[src/hw/cpu_ctrl_pkg.sv]
`default_nettype none

package cpu_ctrl_pkg;

    // Bit positions of the one-hot state vector
    typedef enum logic [4:0] {
        ST_FETCH      = 5'd0,
        ST_DECODE_BR  = 5'd1,
        ST_ALU_ADD    = 5'd2,
        ST_ALU_SUB    = 5'd3,
        ST_ALU_NAND   = 5'd4,
        ST_ALU_OR     = 5'd5,
        ST_WRITE_BACK = 5'd6,
        ST_DECODE_IMM = 5'd7,
        ST_IMM_ADD    = 5'd8,
        ST_IMM_ADDU   = 5'd9,
        ST_IMM_SUB    = 5'd10,
        ST_IMM_SUBU   = 5'd11,
        ST_IMM_NAND   = 5'd12,
        ST_IMM_OR     = 5'd13,
        ST_BRANCH     = 5'd14,
        ST_JUMP       = 5'd15,
        ST_MEM_BASE   = 5'd16,
        ST_MEM_ADDR   = 5'd17,
        ST_MEM_READ   = 5'd18,
        ST_LOAD_WB    = 5'd19,
        ST_MEM_WRITE  = 5'd20,
        ST_SHIFT      = 5'd21
    } state_idx_t;

    localparam int unsigned NUM_STATES = 22;

    typedef enum logic [1:0] {ALU_ADD, ALU_SUB, ALU_NAND, ALU_OR} alu_op_t;

    typedef enum logic {SRC_A_PC, SRC_A_REG} src_a_t;

    typedef enum logic [2:0] {
        SRC_B_TWO      = 3'd0,                  // Constant instruction step
        SRC_B_REG      = 3'd1,
        SRC_B_SEXT     = 3'd2,                  // Sign-extended ir[7:0]
        SRC_B_ZEXT     = 3'd3,                  // Zero-extended ir[7:0]
        SRC_B_SEXT_X2  = 3'd4,                  // Word offset for load/store
        SRC_B_OFFSET12 = 3'd5                   // Jump offset ir[11:0]
    } src_b_t;

    typedef enum logic [1:0] {RN1_RS, RN1_RD, RN1_BASE_BANK} rn1_sel_t;

endpackage

`default_nettype wire

[src/hw/cpu_isa_pkg.sv]
`default_nettype none

package cpu_isa_pkg;

    typedef logic [15:0] word_t;                // Data and address word
    typedef logic [3:0]  reg_idx_t;

    localparam int unsigned NUM_REGS   = 16;
    localparam int unsigned INSTR_STEP = 2;     // Bytes per instruction

    // Load/store register banks with low bits taken from rd
    localparam logic [1:0] BASE_BANK = 2'b10;   // r8 to r11
    localparam logic [1:0] DATA_BANK = 2'b11;   // r12 to r15

    typedef enum logic [3:0] {
        OP_SHIFT = 4'd0,
        OP_LOAD  = 4'd1,
        OP_STORE = 4'd2,
        OP_JUMP  = 4'd3,
        OP_BEQ   = 4'd4,
        OP_BNE   = 4'd5,
        OP_ORI   = 4'd6,
        OP_NANDI = 4'd7,
        OP_ADD   = 4'd8,
        OP_ADDI  = 4'd9,
        OP_ADDIU = 4'd10,
        OP_NAND  = 4'd11,
        OP_SUB   = 4'd12,
        OP_SUBI  = 4'd13,
        OP_SUBIU = 4'd14,
        OP_OR    = 4'd15
    } opcode_t;

    typedef struct packed {
        opcode_t  opcode;
        reg_idx_t rd;                           // Dest, branch target, shift source
        reg_idx_t rs;                           // Source 1 or shift amount
        reg_idx_t rt;                           // Source 2 or shift function
    } instr_t;

    typedef enum logic [1:0] {
        SH_LEFT     = 2'b00,
        SH_LEFT_ALT = 2'b01,                    // Also a left shift
        SH_LRIGHT   = 2'b10,
        SH_ARIGHT   = 2'b11
    } shift_fn_t;

endpackage

`default_nettype wire

[src/hw/cpu_ctrl_if.sv]
`timescale 1ns/1ps
`default_nettype none

interface cpu_ctrl_if import cpu_ctrl_pkg::*; ();

    logic     pc_wr;
    logic     pc_src;                           // Branch target from C
    logic     eq_bar;
    rn1_sel_t rn1_sel;
    logic     rn2_data_bank;
    logic     read3;
    logic     reg_dst;                          // Write to data bank
    logic     reg_wr;
    src_a_t   src_a;
    src_b_t   src_b;
    alu_op_t  alu_op;
    logic     shift_sel;                        // Shifter into alu_out
    logic     mem_to_reg;

    modport control (
        output pc_wr, pc_src, eq_bar,
        output rn1_sel, rn2_data_bank, read3, reg_dst, reg_wr,
        output src_a, src_b, alu_op, shift_sel, mem_to_reg
    );

    modport fetch (input pc_wr, pc_src, eq_bar);

    modport regs (input rn1_sel, rn2_data_bank, read3, reg_dst, reg_wr);

    modport exec (input src_a, src_b, alu_op, shift_sel, mem_to_reg);

endinterface

`default_nettype wire

[src/hw/alu.sv]
`timescale 1ns/1ps
`default_nettype none

module alu import cpu_isa_pkg::*; import cpu_ctrl_pkg::*; (
    input  wire word_t   op_a,
    input  wire word_t   op_b,
    input  wire alu_op_t alu_op,
    output word_t        result,
    output logic         zero
);

    always_comb begin
        case (alu_op)
            ALU_SUB:  result = op_a - op_b;
            ALU_NAND: result = ~(op_a & op_b);
            ALU_OR:   result = op_a | op_b;
            default:  result = op_a + op_b;
        endcase
    end

    assign zero = (result == '0);               // Equal operands on subtract

endmodule

`default_nettype wire

[src/hw/barrel_shifter.sv]
`timescale 1ns/1ps
`default_nettype none

module barrel_shifter import cpu_isa_pkg::*; (
    input  wire word_t     value,
    input  wire [3:0]      amount,
    input  wire shift_fn_t fn,
    output word_t          result
);

    logic  left;
    logic  fill;
    word_t value_rev;
    word_t s_in;
    word_t s8;
    word_t s4;
    word_t s2;
    word_t s1;
    word_t s1_rev;

    assign left = (fn == SH_LEFT) || (fn == SH_LEFT_ALT);
    assign fill = (fn == SH_ARIGHT) ? value[15] : 1'b0;   // Sign fill for arithmetic

    // Left shift runs as a right shift on reversed bits
    assign value_rev = {<<{value}};
    assign s_in      = left ? value_rev : value;

    assign s8 = amount[3] ? {{8{fill}}, s_in[15:8]} : s_in;
    assign s4 = amount[2] ? {{4{fill}}, s8[15:4]} : s8;
    assign s2 = amount[1] ? {{2{fill}}, s4[15:2]} : s4;
    assign s1 = amount[0] ? {fill, s2[15:1]} : s2;

    assign s1_rev = {<<{s1}};
    assign result = left ? s1_rev : s1;

endmodule

`default_nettype wire

[src/hw/cpu_control.sv]
`timescale 1ns/1ps
`default_nettype none

module cpu_control import cpu_isa_pkg::*; import cpu_ctrl_pkg::*; (
    input  wire          clk,
    input  wire          rst_ABC,
    input  wire opcode_t opcode,
    cpu_ctrl_if.control  ctrl,
    output logic         fetch,
    output logic         dmem_re,
    output logic         dmem_we
);

    logic [NUM_STATES-1:0] state;
    logic [NUM_STATES-1:0] state_nxt;
    logic [15:0]           op_hot;              // Decoded opcode
    logic                  alu_st;
    logic                  imm_st;

    assign op_hot = 16'(1) << opcode;

    always_ff @(posedge clk or posedge rst_ABC) begin
        if (rst_ABC) begin
            state <= NUM_STATES'(1) << ST_FETCH;
        end else begin
            state <= state_nxt;
        end
    end

    always_comb begin
        state_nxt = '0;
        // Back to fetch after the last state of each class
        state_nxt[ST_FETCH] = state[ST_WRITE_BACK] | state[ST_BRANCH] | state[ST_JUMP]
                            | state[ST_MEM_WRITE] | state[ST_LOAD_WB];

        state_nxt[ST_DECODE_BR] = state[ST_FETCH] & (op_hot[OP_BEQ] | op_hot[OP_BNE]
                                | op_hot[OP_ADD] | op_hot[OP_NAND] | op_hot[OP_SUB]
                                | op_hot[OP_OR]);
        state_nxt[ST_DECODE_IMM] = state[ST_FETCH] & (op_hot[OP_SHIFT] | op_hot[OP_ORI]
                                 | op_hot[OP_NANDI] | op_hot[OP_ADDI] | op_hot[OP_ADDIU]
                                 | op_hot[OP_SUBI] | op_hot[OP_SUBIU]);
        state_nxt[ST_JUMP]     = state[ST_FETCH] & op_hot[OP_JUMP];
        state_nxt[ST_MEM_BASE] = state[ST_FETCH] & (op_hot[OP_LOAD] | op_hot[OP_STORE]);

        state_nxt[ST_ALU_ADD]  = state[ST_DECODE_BR] & op_hot[OP_ADD];
        state_nxt[ST_ALU_SUB]  = state[ST_DECODE_BR] & op_hot[OP_SUB];
        state_nxt[ST_ALU_NAND] = state[ST_DECODE_BR] & op_hot[OP_NAND];
        state_nxt[ST_ALU_OR]   = state[ST_DECODE_BR] & op_hot[OP_OR];
        state_nxt[ST_BRANCH]   = state[ST_DECODE_BR] & (op_hot[OP_BEQ] | op_hot[OP_BNE]);

        state_nxt[ST_IMM_ADD]  = state[ST_DECODE_IMM] & op_hot[OP_ADDI];
        state_nxt[ST_IMM_ADDU] = state[ST_DECODE_IMM] & op_hot[OP_ADDIU];
        state_nxt[ST_IMM_SUB]  = state[ST_DECODE_IMM] & op_hot[OP_SUBI];
        state_nxt[ST_IMM_SUBU] = state[ST_DECODE_IMM] & op_hot[OP_SUBIU];
        state_nxt[ST_IMM_NAND] = state[ST_DECODE_IMM] & op_hot[OP_NANDI];
        state_nxt[ST_IMM_OR]   = state[ST_DECODE_IMM] & op_hot[OP_ORI];
        state_nxt[ST_SHIFT]    = state[ST_DECODE_IMM] & op_hot[OP_SHIFT];

        state_nxt[ST_WRITE_BACK] = alu_st | imm_st | state[ST_SHIFT];

        state_nxt[ST_MEM_ADDR]  = state[ST_MEM_BASE];
        state_nxt[ST_MEM_READ]  = state[ST_MEM_ADDR] & op_hot[OP_LOAD];
        state_nxt[ST_MEM_WRITE] = state[ST_MEM_ADDR] & op_hot[OP_STORE];
        state_nxt[ST_LOAD_WB]   = state[ST_MEM_READ];
    end

    assign alu_st = state[ST_ALU_ADD] | state[ST_ALU_SUB] | state[ST_ALU_NAND]
                  | state[ST_ALU_OR];
    assign imm_st = state[ST_IMM_ADD] | state[ST_IMM_ADDU] | state[ST_IMM_SUB]
                  | state[ST_IMM_SUBU] | state[ST_IMM_NAND] | state[ST_IMM_OR];

    assign fetch   = state[ST_FETCH];
    assign dmem_re = state[ST_MEM_READ];
    assign dmem_we = state[ST_MEM_WRITE];

    assign ctrl.pc_wr  = state[ST_FETCH] | state[ST_JUMP];
    assign ctrl.pc_src = state[ST_BRANCH];
    assign ctrl.eq_bar = opcode[0];             // Set for bne

    // Bank selects stay on through both address states
    assign ctrl.rn2_data_bank = state[ST_MEM_BASE] | state[ST_MEM_ADDR];
    assign ctrl.read3         = state[ST_DECODE_BR];
    assign ctrl.reg_dst       = state[ST_LOAD_WB];
    assign ctrl.reg_wr        = state[ST_WRITE_BACK] | state[ST_LOAD_WB];
    assign ctrl.shift_sel     = state[ST_SHIFT];
    assign ctrl.mem_to_reg    = state[ST_LOAD_WB];

    assign ctrl.src_a = (alu_st | imm_st | state[ST_BRANCH] | state[ST_MEM_ADDR])
                      ? SRC_A_REG : SRC_A_PC;

    always_comb begin
        if (state[ST_MEM_BASE] | state[ST_MEM_ADDR]) begin
            ctrl.rn1_sel = RN1_BASE_BANK;
        end else if (state[ST_DECODE_IMM]) begin
            ctrl.rn1_sel = RN1_RD;              // Immediates and shifts work on rd
        end else begin
            ctrl.rn1_sel = RN1_RS;
        end
    end

    always_comb begin
        ctrl.src_b = SRC_B_TWO;                 // PC increment by default
        if (alu_st | state[ST_BRANCH]) begin
            ctrl.src_b = SRC_B_REG;
        end else if (state[ST_IMM_ADDU] | state[ST_IMM_SUBU]) begin
            ctrl.src_b = SRC_B_ZEXT;
        end else if (imm_st) begin
            ctrl.src_b = SRC_B_SEXT;
        end else if (state[ST_MEM_ADDR]) begin
            ctrl.src_b = SRC_B_SEXT_X2;
        end else if (state[ST_JUMP]) begin
            ctrl.src_b = SRC_B_OFFSET12;
        end
    end

    always_comb begin
        ctrl.alu_op = ALU_ADD;
        if (state[ST_ALU_SUB] | state[ST_IMM_SUB] | state[ST_IMM_SUBU] | state[ST_BRANCH]) begin
            ctrl.alu_op = ALU_SUB;              // Branch compares by subtraction
        end else if (state[ST_ALU_NAND] | state[ST_IMM_NAND]) begin
            ctrl.alu_op = ALU_NAND;
        end else if (state[ST_ALU_OR] | state[ST_IMM_OR]) begin
            ctrl.alu_op = ALU_OR;
        end
    end

endmodule

`default_nettype wire

[src/hw/cpu_top.sv]
`timescale 1ns/1ps
`default_nettype none

module cpu_top import cpu_isa_pkg::*; (
    input  wire        clk,
    input  wire        rst_ABC,
    output logic       fetch,
    output word_t      imem_addr,
    input  wire word_t imem_data,
    output logic       dmem_re,
    output logic       dmem_we,
    output word_t      dmem_addr,
    output word_t      dmem_wdata,
    input  wire word_t dmem_rdata
);

    cpu_ctrl_if ctrl_bus ();

    word_t   pc;
    word_t   alu_result;
    word_t   alu_out;
    word_t   a;
    word_t   b;
    word_t   c;
    word_t   wd;
    instr_t  ir;
    logic    zero;
    opcode_t dec_opcode;

    // New instruction decodes straight from the bus in the fetch cycle
    assign dec_opcode = fetch ? opcode_t'(imem_data[15:12]) : ir.opcode;

    assign imem_addr  = pc;
    assign dmem_addr  = alu_out;
    assign dmem_wdata = b;                      // Data-bank register

    cpu_control u_control (
        .clk     (clk),
        .rst_ABC (rst_ABC),
        .opcode  (dec_opcode),
        .ctrl    (ctrl_bus.control),
        .fetch   (fetch),
        .dmem_re (dmem_re),
        .dmem_we (dmem_we)
    );

    fetch_unit u_fetch (
        .clk        (clk),
        .rst_ABC    (rst_ABC),
        .ctrl       (ctrl_bus.fetch),
        .alu_result (alu_result),
        .target     (c),
        .zero       (zero),
        .imem_data  (imem_data),
        .pc         (pc),
        .ir         (ir)
    );

    reg_file u_regs (
        .clk     (clk),
        .rst_ABC (rst_ABC),
        .ctrl    (ctrl_bus.regs),
        .ir      (ir),
        .wd      (wd),
        .a       (a),
        .b       (b),
        .c       (c)
    );

    exec_unit u_exec (
        .clk        (clk),
        .rst_ABC    (rst_ABC),
        .ctrl       (ctrl_bus.exec),
        .pc         (pc),
        .a          (a),
        .b          (b),
        .ir         (ir),
        .dmem_rdata (dmem_rdata),
        .alu_result (alu_result),
        .zero       (zero),
        .alu_out    (alu_out),
        .mdr        (),
        .wd         (wd)
    );

endmodule

`default_nettype wire

[src/hw/exec_unit.sv]
`timescale 1ns/1ps
`default_nettype none

module exec_unit import cpu_isa_pkg::*; import cpu_ctrl_pkg::*; (
    input  wire         clk,
    input  wire         rst_ABC,
    cpu_ctrl_if.exec    ctrl,
    input  wire word_t  pc,
    input  wire word_t  a,
    input  wire word_t  b,
    input  wire instr_t ir,
    input  wire word_t  dmem_rdata,
    output word_t       alu_result,
    output logic        zero,
    output word_t       alu_out,
    output word_t       mdr,
    output word_t       wd
);

    word_t op_a;
    word_t op_b;
    word_t imm_sext;
    word_t shift_y;

    assign imm_sext = {{8{ir[7]}}, ir[7:0]};
    assign op_a     = (ctrl.src_a == SRC_A_REG) ? a : pc;

    always_comb begin
        case (ctrl.src_b)
            SRC_B_REG:      op_b = b;
            SRC_B_SEXT:     op_b = imm_sext;
            SRC_B_ZEXT:     op_b = {8'h00, ir[7:0]};
            SRC_B_SEXT_X2:  op_b = {imm_sext[14:0], 1'b0};
            SRC_B_OFFSET12: op_b = {4'h0, ir[11:0]};
            default:        op_b = word_t'(INSTR_STEP);
        endcase
    end

    alu u_alu (
        .op_a   (op_a),
        .op_b   (op_b),
        .alu_op (ctrl.alu_op),
        .result (alu_result),
        .zero   (zero)
    );

    // Shift source rd is read into A during decode
    barrel_shifter u_shifter (
        .value  (a),
        .amount (ir.rs),
        .fn     (shift_fn_t'(ir.rt[1:0])),
        .result (shift_y)
    );

    always_ff @(posedge clk or posedge rst_ABC) begin
        if (rst_ABC) begin
            alu_out <= '0;
        end else begin
            alu_out <= ctrl.shift_sel ? shift_y : alu_result;
        end
    end

    always_ff @(posedge clk) begin
        mdr <= dmem_rdata;                      // Valid after the read strobe cycle
    end

    assign wd = ctrl.mem_to_reg ? mdr : alu_out;

endmodule

`default_nettype wire

[src/hw/fetch_unit.sv]
`timescale 1ns/1ps
`default_nettype none

module fetch_unit import cpu_isa_pkg::*; (
    input  wire        clk,
    input  wire        rst_ABC,
    cpu_ctrl_if.fetch  ctrl,
    input  wire word_t alu_result,
    input  wire word_t target,
    input  wire        zero,
    input  wire word_t imem_data,
    output word_t      pc,
    output instr_t     ir
);

    logic  pc_load;
    word_t pc_next;

    // Unconditional write, or taken beq/bne
    assign pc_load = ctrl.pc_wr | (ctrl.pc_src & (zero ^ ctrl.eq_bar));
    assign pc_next = ctrl.pc_src ? target : alu_result;

    always_ff @(posedge clk or posedge rst_ABC) begin
        if (rst_ABC) begin
            pc <= '0;
            ir <= '0;
        end else begin
            if (pc_load) begin
                pc <= pc_next;
            end
            if (ctrl.pc_wr && !ctrl.pc_src) begin
                ir <= instr_t'(imem_data);      // Captured with the PC increment
            end
        end
    end

endmodule

`default_nettype wire

[src/hw/reg_file.sv]
`timescale 1ns/1ps
`default_nettype none

module reg_file import cpu_isa_pkg::*; import cpu_ctrl_pkg::*; (
    input  wire         clk,
    input  wire         rst_ABC,
    cpu_ctrl_if.regs    ctrl,
    input  wire instr_t ir,
    input  wire word_t  wd,
    output word_t       a,
    output word_t       b,
    output word_t       c
);

    word_t    regs [NUM_REGS];
    reg_idx_t rn1;
    reg_idx_t rn2;
    reg_idx_t wr_idx;

    always_comb begin
        case (ctrl.rn1_sel)
            RN1_RD:        rn1 = ir.rd;
            RN1_BASE_BANK: rn1 = {BASE_BANK, ir.rd[1:0]};
            default:       rn1 = ir.rs;
        endcase
    end

    assign rn2    = ctrl.rn2_data_bank ? {DATA_BANK, ir.rd[3:2]} : ir.rt;
    assign wr_idx = ctrl.reg_dst ? {DATA_BANK, ir.rd[3:2]} : ir.rd;

    always_ff @(posedge clk or posedge rst_ABC) begin
        if (rst_ABC) begin
            for (int i = 0; i < NUM_REGS; i++) begin
                regs[i] <= '0;
            end
            a <= '0;
            b <= '0;
            c <= '0;
        end else begin
            a <= regs[rn1];
            b <= regs[rn2];
            if (ctrl.read3) begin
                c <= regs[ir.rd];               // Branch target
            end
            if (ctrl.reg_wr && (wr_idx != '0)) begin
                regs[wr_idx] <= wd;             // r0 stays zero
            end
        end
    end

endmodule

`default_nettype wire

[config.mk]
export PLATFORM = sky130hd
export DESIGN_NAME = cpu_top
export DESIGN_NICKNAME = d
export VERILOG_FILES = /design/src/hw/cpu_ctrl_pkg.sv /design/src/hw/cpu_isa_pkg.sv /design/src/hw/cpu_ctrl_if.sv /design/src/hw/alu.sv /design/src/hw/barrel_shifter.sv /design/src/hw/cpu_control.sv /design/src/hw/cpu_top.sv /design/src/hw/exec_unit.sv /design/src/hw/fetch_unit.sv /design/src/hw/reg_file.sv
export SDC_FILE = /design/constraint.sdc
export NUM_CORES = 1
export LEC_CHECK = 0
export BUFFER_PORTS_ARGS = -buffer_cell sky130_fd_sc_hd__clkbuf_2
export CAP_MARGIN = 20
export CORE_UTILIZATION = 35
export DETAILED_ROUTE_END_ITERATION = 12
export HOLD_SLACK_MARGIN = 0.08
export PLACE_DENSITY = 0.6
export SYNTH_ARGS = -nofsm -noshare
export SYNTH_HDL_FRONTEND = slang
export SYNTH_SLANG_ARGS = --single-unit
[constraint.sdc]
create_clock -name clk -period 13.4 [get_ports clk]
set_clock_uncertainty 0.15 [all_clocks]
set_input_delay 2.68 -clock clk [delete_from_list [all_inputs] [get_ports clk]]
set_output_delay 2.68 -clock clk [all_outputs]
set_load 0.02 [all_outputs]
Yosys cells after proc, flatten, opt, wreduce, memory -nomap -nowiden --
Index checks and enable logic that the tools add are counted. W data, S select, Z words.
Operators by class: add/sub/neg operators 2, order comparisons 5, eq/ne operators 12, shifts and indexed selects 1, mux-type cells 40, bitwise operators 66, reduce and logical (&&, ||, !) cells 8
Operator list (count):
- $mux W16 | 17
- $bwmux W256 | 1
- $bmux W16 S4 | 3
- $pmux W16 S5 | 1
- $demux W16 S4 | 1
- $pmux W16 S3 | 1
- $or A1 B1 Y1 | 39
- $ge A5 B5 Y1 const B | 4
- $not A4 Y5 | 4
- $and A1 B1 Y1 | 19
- $add A16 B16 Y16 | 1
- $and A16 B16 Y16 | 1
- $logic_not A16 Y1 | 1
- $not A16 Y16 | 1
- $or A16 B16 Y16 | 1
- $shl A1 B4 Y16 const A | 1
- $sub A16 B16 Y16 | 1
- $mux W3 | 5
- $mux W4 | 3
- $eq A2 B2 Y1 const B | 4
- $mux W2 | 4
- $pmux W4 S2 | 1
- $eq A2 B1 Y1 const B | 3
- $eq A3 B2 Y1 const B | 2
- 10 further kinds | 15
Word-level totals: bits in registers 390, bits of input ports 34, output and inout bits 51, word-level logic and storage cells 161

Longest topological paths before layout --
depth after elaboration 17, gate-level depth with buffers 23, gate-level depth less buffers 20

By module --
From an unflattened synthesis, not the netlist that was laid out.
Second synthesis, totals: cell total of the unflattened synthesis 2340, area, all modules 24778.8 µm²
Modules (own cells, without submodules):
- reg_file | times used 1, cells each 1547, area each 17521.8 µm², seq. area each 7607.3 µm²
- alu | times used 1, cells each 246, area each 1660.3 µm², seq. area each 0.0 µm²
- exec_unit | times used 1, cells each 136, area each 1649.1 µm², seq. area each 720.7 µm²
- fetch_unit | times used 1, cells each 122, area each 1575.3 µm², seq. area each 800.8 µm²
- barrel_shifter | times used 1, cells each 193, area each 1387.6 µm², seq. area each 0.0 µm²
- cpu_control | times used 1, cells each 92, area each 939.7 µm², seq. area each 551.8 µm²
- cpu_top | times used 1, cells each 4, area each 45.0 µm², seq. area each 0.0 µm²

Worst setup path before layout --
OpenSTA, ideal clock, no wires.
path type reg-to-reg, start point register u_control.state[9], end point register u_fetch.pc[4], library setup time 0.126 ns, data arrival time 5.154 ns, required time 13.124 ns, setup slack 7.970 ns, stages on the path, launching flop included 21, buffers on the path 1, clock period less this slack 5.430 ns, cell sequence dfrtp_1 > nor4_1 > o211ai_1 > a221o_1 > or3_1 > or3_1 > o21ai_0 > xor2_1 > ha_1 > a211oi_1 > o211a_1 > nor2_1 > a211oi_1 > mux2i_1 > a211oi_1 > o2111ai_1 > nor4_2 > a211oi_1 > a21o_4 > buf_6 > a221o_1
Between the ends: cells in the longest elaborated chain, start to end 17, elaborated cells on any way between the ends 31, classes of those cells add/sub (2); eq/ne (5); mux (8); bitwise (15); reduce/logical (1)
RTL lines:
- start, declared | RTL line cpu_control.sv:14 | logic [NUM_STATES-1:0] state;
- start signal, assigned | RTL line cpu_control.sv:24 | state <= NUM_STATES'(1) << ST_FETCH;
- start signal, assigned | RTL line cpu_control.sv:26 | state <= state_nxt;
- parallel branches: the longest is 12 deep, another holds $add A16 B16 Y16
- $pmux W16 S3 (*) | RTL line alu.sv:13 | case (alu_op)
- $logic_not A16 Y1 | RTL line alu.sv:21 | assign zero = (result == '0);
- $xor A1 B1 Y1 | RTL line fetch_unit.sv:20 | assign pc_load = ctrl.pc_wr | (ctrl.pc_src & (zero ^ ctrl.eq_bar));
- $and A1 B1 Y1 | RTL line fetch_unit.sv:20
- $or A1 B1 Y1 | RTL line fetch_unit.sv:20
- end signal, assigned | RTL line fetch_unit.sv:29 | pc <= pc_next;
- end, declared | RTL line fetch_unit.sv:12 | output word_t pc,
Every way passes the cells marked *. A chain may end at the register's enable or synchronous reset.

Worst setup path in the final report --
start point register u_control.state[14], end point register u_fetch.pc[12]
Between the ends: cells in the longest elaborated chain, start to end 11, elaborated cells on any way between the ends 28, classes of those cells add/sub (2); eq/ne (8); mux (7); bitwise (10); reduce/logical (1)
RTL lines:
- parallel branches: the longest is 11 deep, another holds $add A16 B16 Y16
Several ways; the timed one is not identified.

==> impl_results.md <==
* YS warnings at 0
* Vias per cell at 6.01
* Routed vias at between 15,000 and 20,000
* First-pass GRT wire length at between 100,000 and 150,000 µm
* Setup WS post-layout at slightly above 6 ns
* Crit end category: flop
* Post-Syn Area at 23,000 µm²
* Sequential area share after synthesis at 0.421
* CP Launch Type: flop
* Tot Pwr at 2580 µW
* CTS clock-pin slew for the worst setup and hold paths at roughly 0.060 ns
* Wire per inst at 25.9 µm
* DRC at 0
* Relative slew margins at 0.255
* Max Root-Sink Buffers at 3
* Worst-path fanout max at 26
* Die area at 66,700 µm²
* Slew Limit Fails at 0
* IO Port Bufs at 84
* Max-cap violation count at 0
* Antenna-violating nets left at 0
* Slew @ Worst Pin at between 1 and 1.5 ns
* Nets@finish at 2,159
* Post-Synth Simple-Gate Area at 0.115
* Row count at 93
* Clk Latency, worst-skew pair at 0.60 ns
* Leak Pwr at 0.0109 µW
* CTS Buf Count at 45
* Post-synthesis mux area share at 0.274
* Post-synthesis cell type count at 75
* Worst Setup SP: u_control.state[14]
* Max Freq at 0.138 GHz
* First-pass DRT Iterations at 5
* Ports at 85
* # fillers at 6,269
* Htree depth at 2
* Fin crit period at 7.22 ns
* P per Cell Area at 100 nW/µm²
* # setup viols final at 0
* RSZ-0062 raised after global routing: no
* Ys async rst share at 0.959
* # diodes at 0
* Core area at between 60,000 and 70,000 µm²
* Post-DP HPWL at 52,600 µm
* Pre-CTS WS at 6.39 ns
* Final hold vios at 0
* Cells after Synth at 2,112
* Non-Filler Instances at 2,993
* Post-Route WL at about 78,000 µm
* Outcome: finished, final reports clean
* Post-CTS Setup Inserts at 0
* P&R area growth vs syn at 12.0%
* Compound-Gate Fraction of Synth Area at 0.132
* Main combinational cell family by area after synthesis: multiplexers
* Flops & latches, synth at 390
* Initial antenna violation count at 1
* Total track usage at 0.233
* Hold Path Class: reg -> reg
* Clk sinks at 390
* Ys flop type: dfrtp_1
* Final TNS setup at 0 ns
* Synth Area in XOR/XNOR at 0.00838
* First DRT Iteration DRCs at between 2,000 and 2,500
* Global placer's final weighted congestion at 0.958
* Post-Syn Area per Cell at 10.9 µm²
* Clk Tree Root Cell: clkbuf_16
* Reg2reg start: u_control.state[14]
* Placed cells at 2,911
* Hold_sp: u_regs.regs[250]
* Post-CTS Hold Fix Bufs at 0
* Max IR drop VDD at 0.0904 mV
* Worst Path Arrival at between 7 and 8 ns
* TritonCTS clock tree: built
* Die extent in x at 258 µm
* Synth Area in Adders at 0.0107
* Share of layout cells above drive strength 1 at 0.244
* Kind of critical path: reg -> reg
* Overflow after GRT at 0
* Syn_nets at 2,165
* Post-synth EDFFs at 0
* Pin count of the biggest net entering global routing at 169
* Die Ht at around 260 µm
* CTS resizes at 0
* Tcrit/Tclk final at 0.539
* Critical Path RT at 13.75 ns
* Initial core utilization at 0.355
* Number of global-route vias before repair at 17,800
synth_stat cells (all sizes together) (3+ instances only):
library cell | count | area [µm²]
nor4 | 8 | 71.3
a2111oi | 3 | 32.5
a211oi | 54 | 418
xnor2 | 9 | 78.8
inv | 35 | 131
dfxtp | 16 | 320
xor2 | 13 | 114
nor3 | 24 | 120
o211ai | 15 | 113
or3 | 6 | 37.5
and3 | 8 | 50.1
mux4 | 211 | 4750
o21ai | 194 | 971
or2 | 6 | 37.5
nand3b | 3 | 22.5
a21boi | 4 | 30.0
buf | 26 | 128
a21oi | 116 | 581
o221ai | 3 | 26.3
nand2 | 279 | 1050
and2 | 44 | 275
a22o | 3 | 26.3
o21a | 9 | 67.6
o2111ai | 3 | 26.3
mux2 | 59 | 664
nand2b | 7 | 43.8
a31oi | 37 | 231
nand3 | 21 | 105
nor2 | 166 | 623
a221oi | 5 | 67.6
nor3b | 6 | 45.0
dfrtp | 373 | 9330
o211a | 4 | 40.0
nor2b | 10 | 62.6
mux2i | 89 | 891
ha | 18 | 225
clkbuf | 166 | 623
a221o | 18 | 180
or4 | 5 | 37.5
nand4b | 3 | 26.3
a21o | 5 | 45.0
power breakdown:
| group | internal (µW) | leakage, µW | total, µW | switching (µW) |
|---|---|---|---|---|
| Sequential | 1190 | 0.00528 | 1210 | 20.2 |
| Clock | 702 | 0.000718 | 1200 | 503 |
| Combinational | 56.1 | 0.00493 | 170 | 114 |
| Total | 1950 | 0.0109 | 2580 | 637 |
flip-flops by register name (all words and copies together), names as in the netlist:
signal           flops
u_regs.c            16
u_exec.mdr          16
u_fetch.ir          16
u_regs.regs        256
u_fetch.pc          16
u_regs.b            16
u_exec.alu_out      16
u_regs.a            16
u_control.state     22
through the flow:
stage	utilization	hold WS (ns)	instance area, µm²
2_1_floorplan	-	0.230	23000
4_1_cts	0.397	0.269	25700
3_3_place_gp	0.375	0.242	24200
5_1_grt	0.398	0.278	25700
6_report	0.398	0.270	25700
3_5_place_dp	0.375	0.256	24300
layout make-up:
class / instances / area [µm²] / share of cell area
Clock buffer: 65 / 1310 / 0.0510
Clock inverter: 14 / 139 / 0.00539
Inverter: 36 / 143 / 0.00554
Multi-Input combinational cell: 1494 / 12500 / 0.487
Sequential cell: 390 / 9690 / 0.376
Tap cell: 855 / 1070 / 0.0415
Timing Repair Buffer: 139 / 866 / 0.0336
metal layers:
layer | GRT usage | wire length, µm
met5 | 0 | 19
met4 | 0.101 | 3120
met3 | 0.0429 | 6060
met2 | 0.378 | 37200
met1 | 0.307 | 31200
placed cells by master (no fill, tap or decap), types with 24 or more instances in the layout:
cell type	Yosys	routed
a211oi_1	53	53
a21oi_1	116	114
a31oi_1	37	37
and2_1	42	41
buf_4	1	51
clkbuf_16	0	46
clkbuf_2	0	84
dfrtp_1	373	369
inv_1	34	33
mux2_2	59	59
mux2i_1	89	78
mux4_2	211	211
nand2_1	279	278
nor2_1	166	163
nor3_1	24	24
o21ai_0	192	191
kinds of logic (layout without fill, tap and decap cells):
logic type	count (synthesis)	after routing
adder cells (fa/ha/maj)	19	19
AND/OR/NAND/NOR	601	601
AO/OA/AOI/OAI	493	493
XOR/XNOR	22	22
buffers and inverters	228	254
multiplexers	359	359
flip-flops	390	390
final timing paths:
check	endpoint	slack, ns	cells after the start
setup / recovery	u_fetch.pc[12]	6.18	19
hold / removal	u_regs.regs[250]	0.27	0
setup reg to reg	u_fetch.pc[12]	6.18	19
hold reg to reg	u_regs.regs[250]	0.27	0
max in group asynchronous	u_regs.regs[9]	9.39	3
min in group asynchronous	u_fetch.ir[14]	2.20	2
critical path, stage by stage (launching register included):
cell and delay (ns):
dfrtp_1 0.98, inv_1 0.31, and3_1 0.27, a221o_1 0.38, or3_1 0.44, or3_1 0.43, o21ai_0 0.24, xor2_1 0.19
ha_1 0.34, a211oi_1 0.24, o211a_1 0.19, nor2_1 0.04, a211oi_1 0.48, mux2i_1 0.16, a211oi_1 0.54, o2111ai_1 0.24
nor4_2 0.34, a211oi_1 0.23, a211oi_4 0.67, a221o_1 0.26
(Power assumes the default switching activity.)
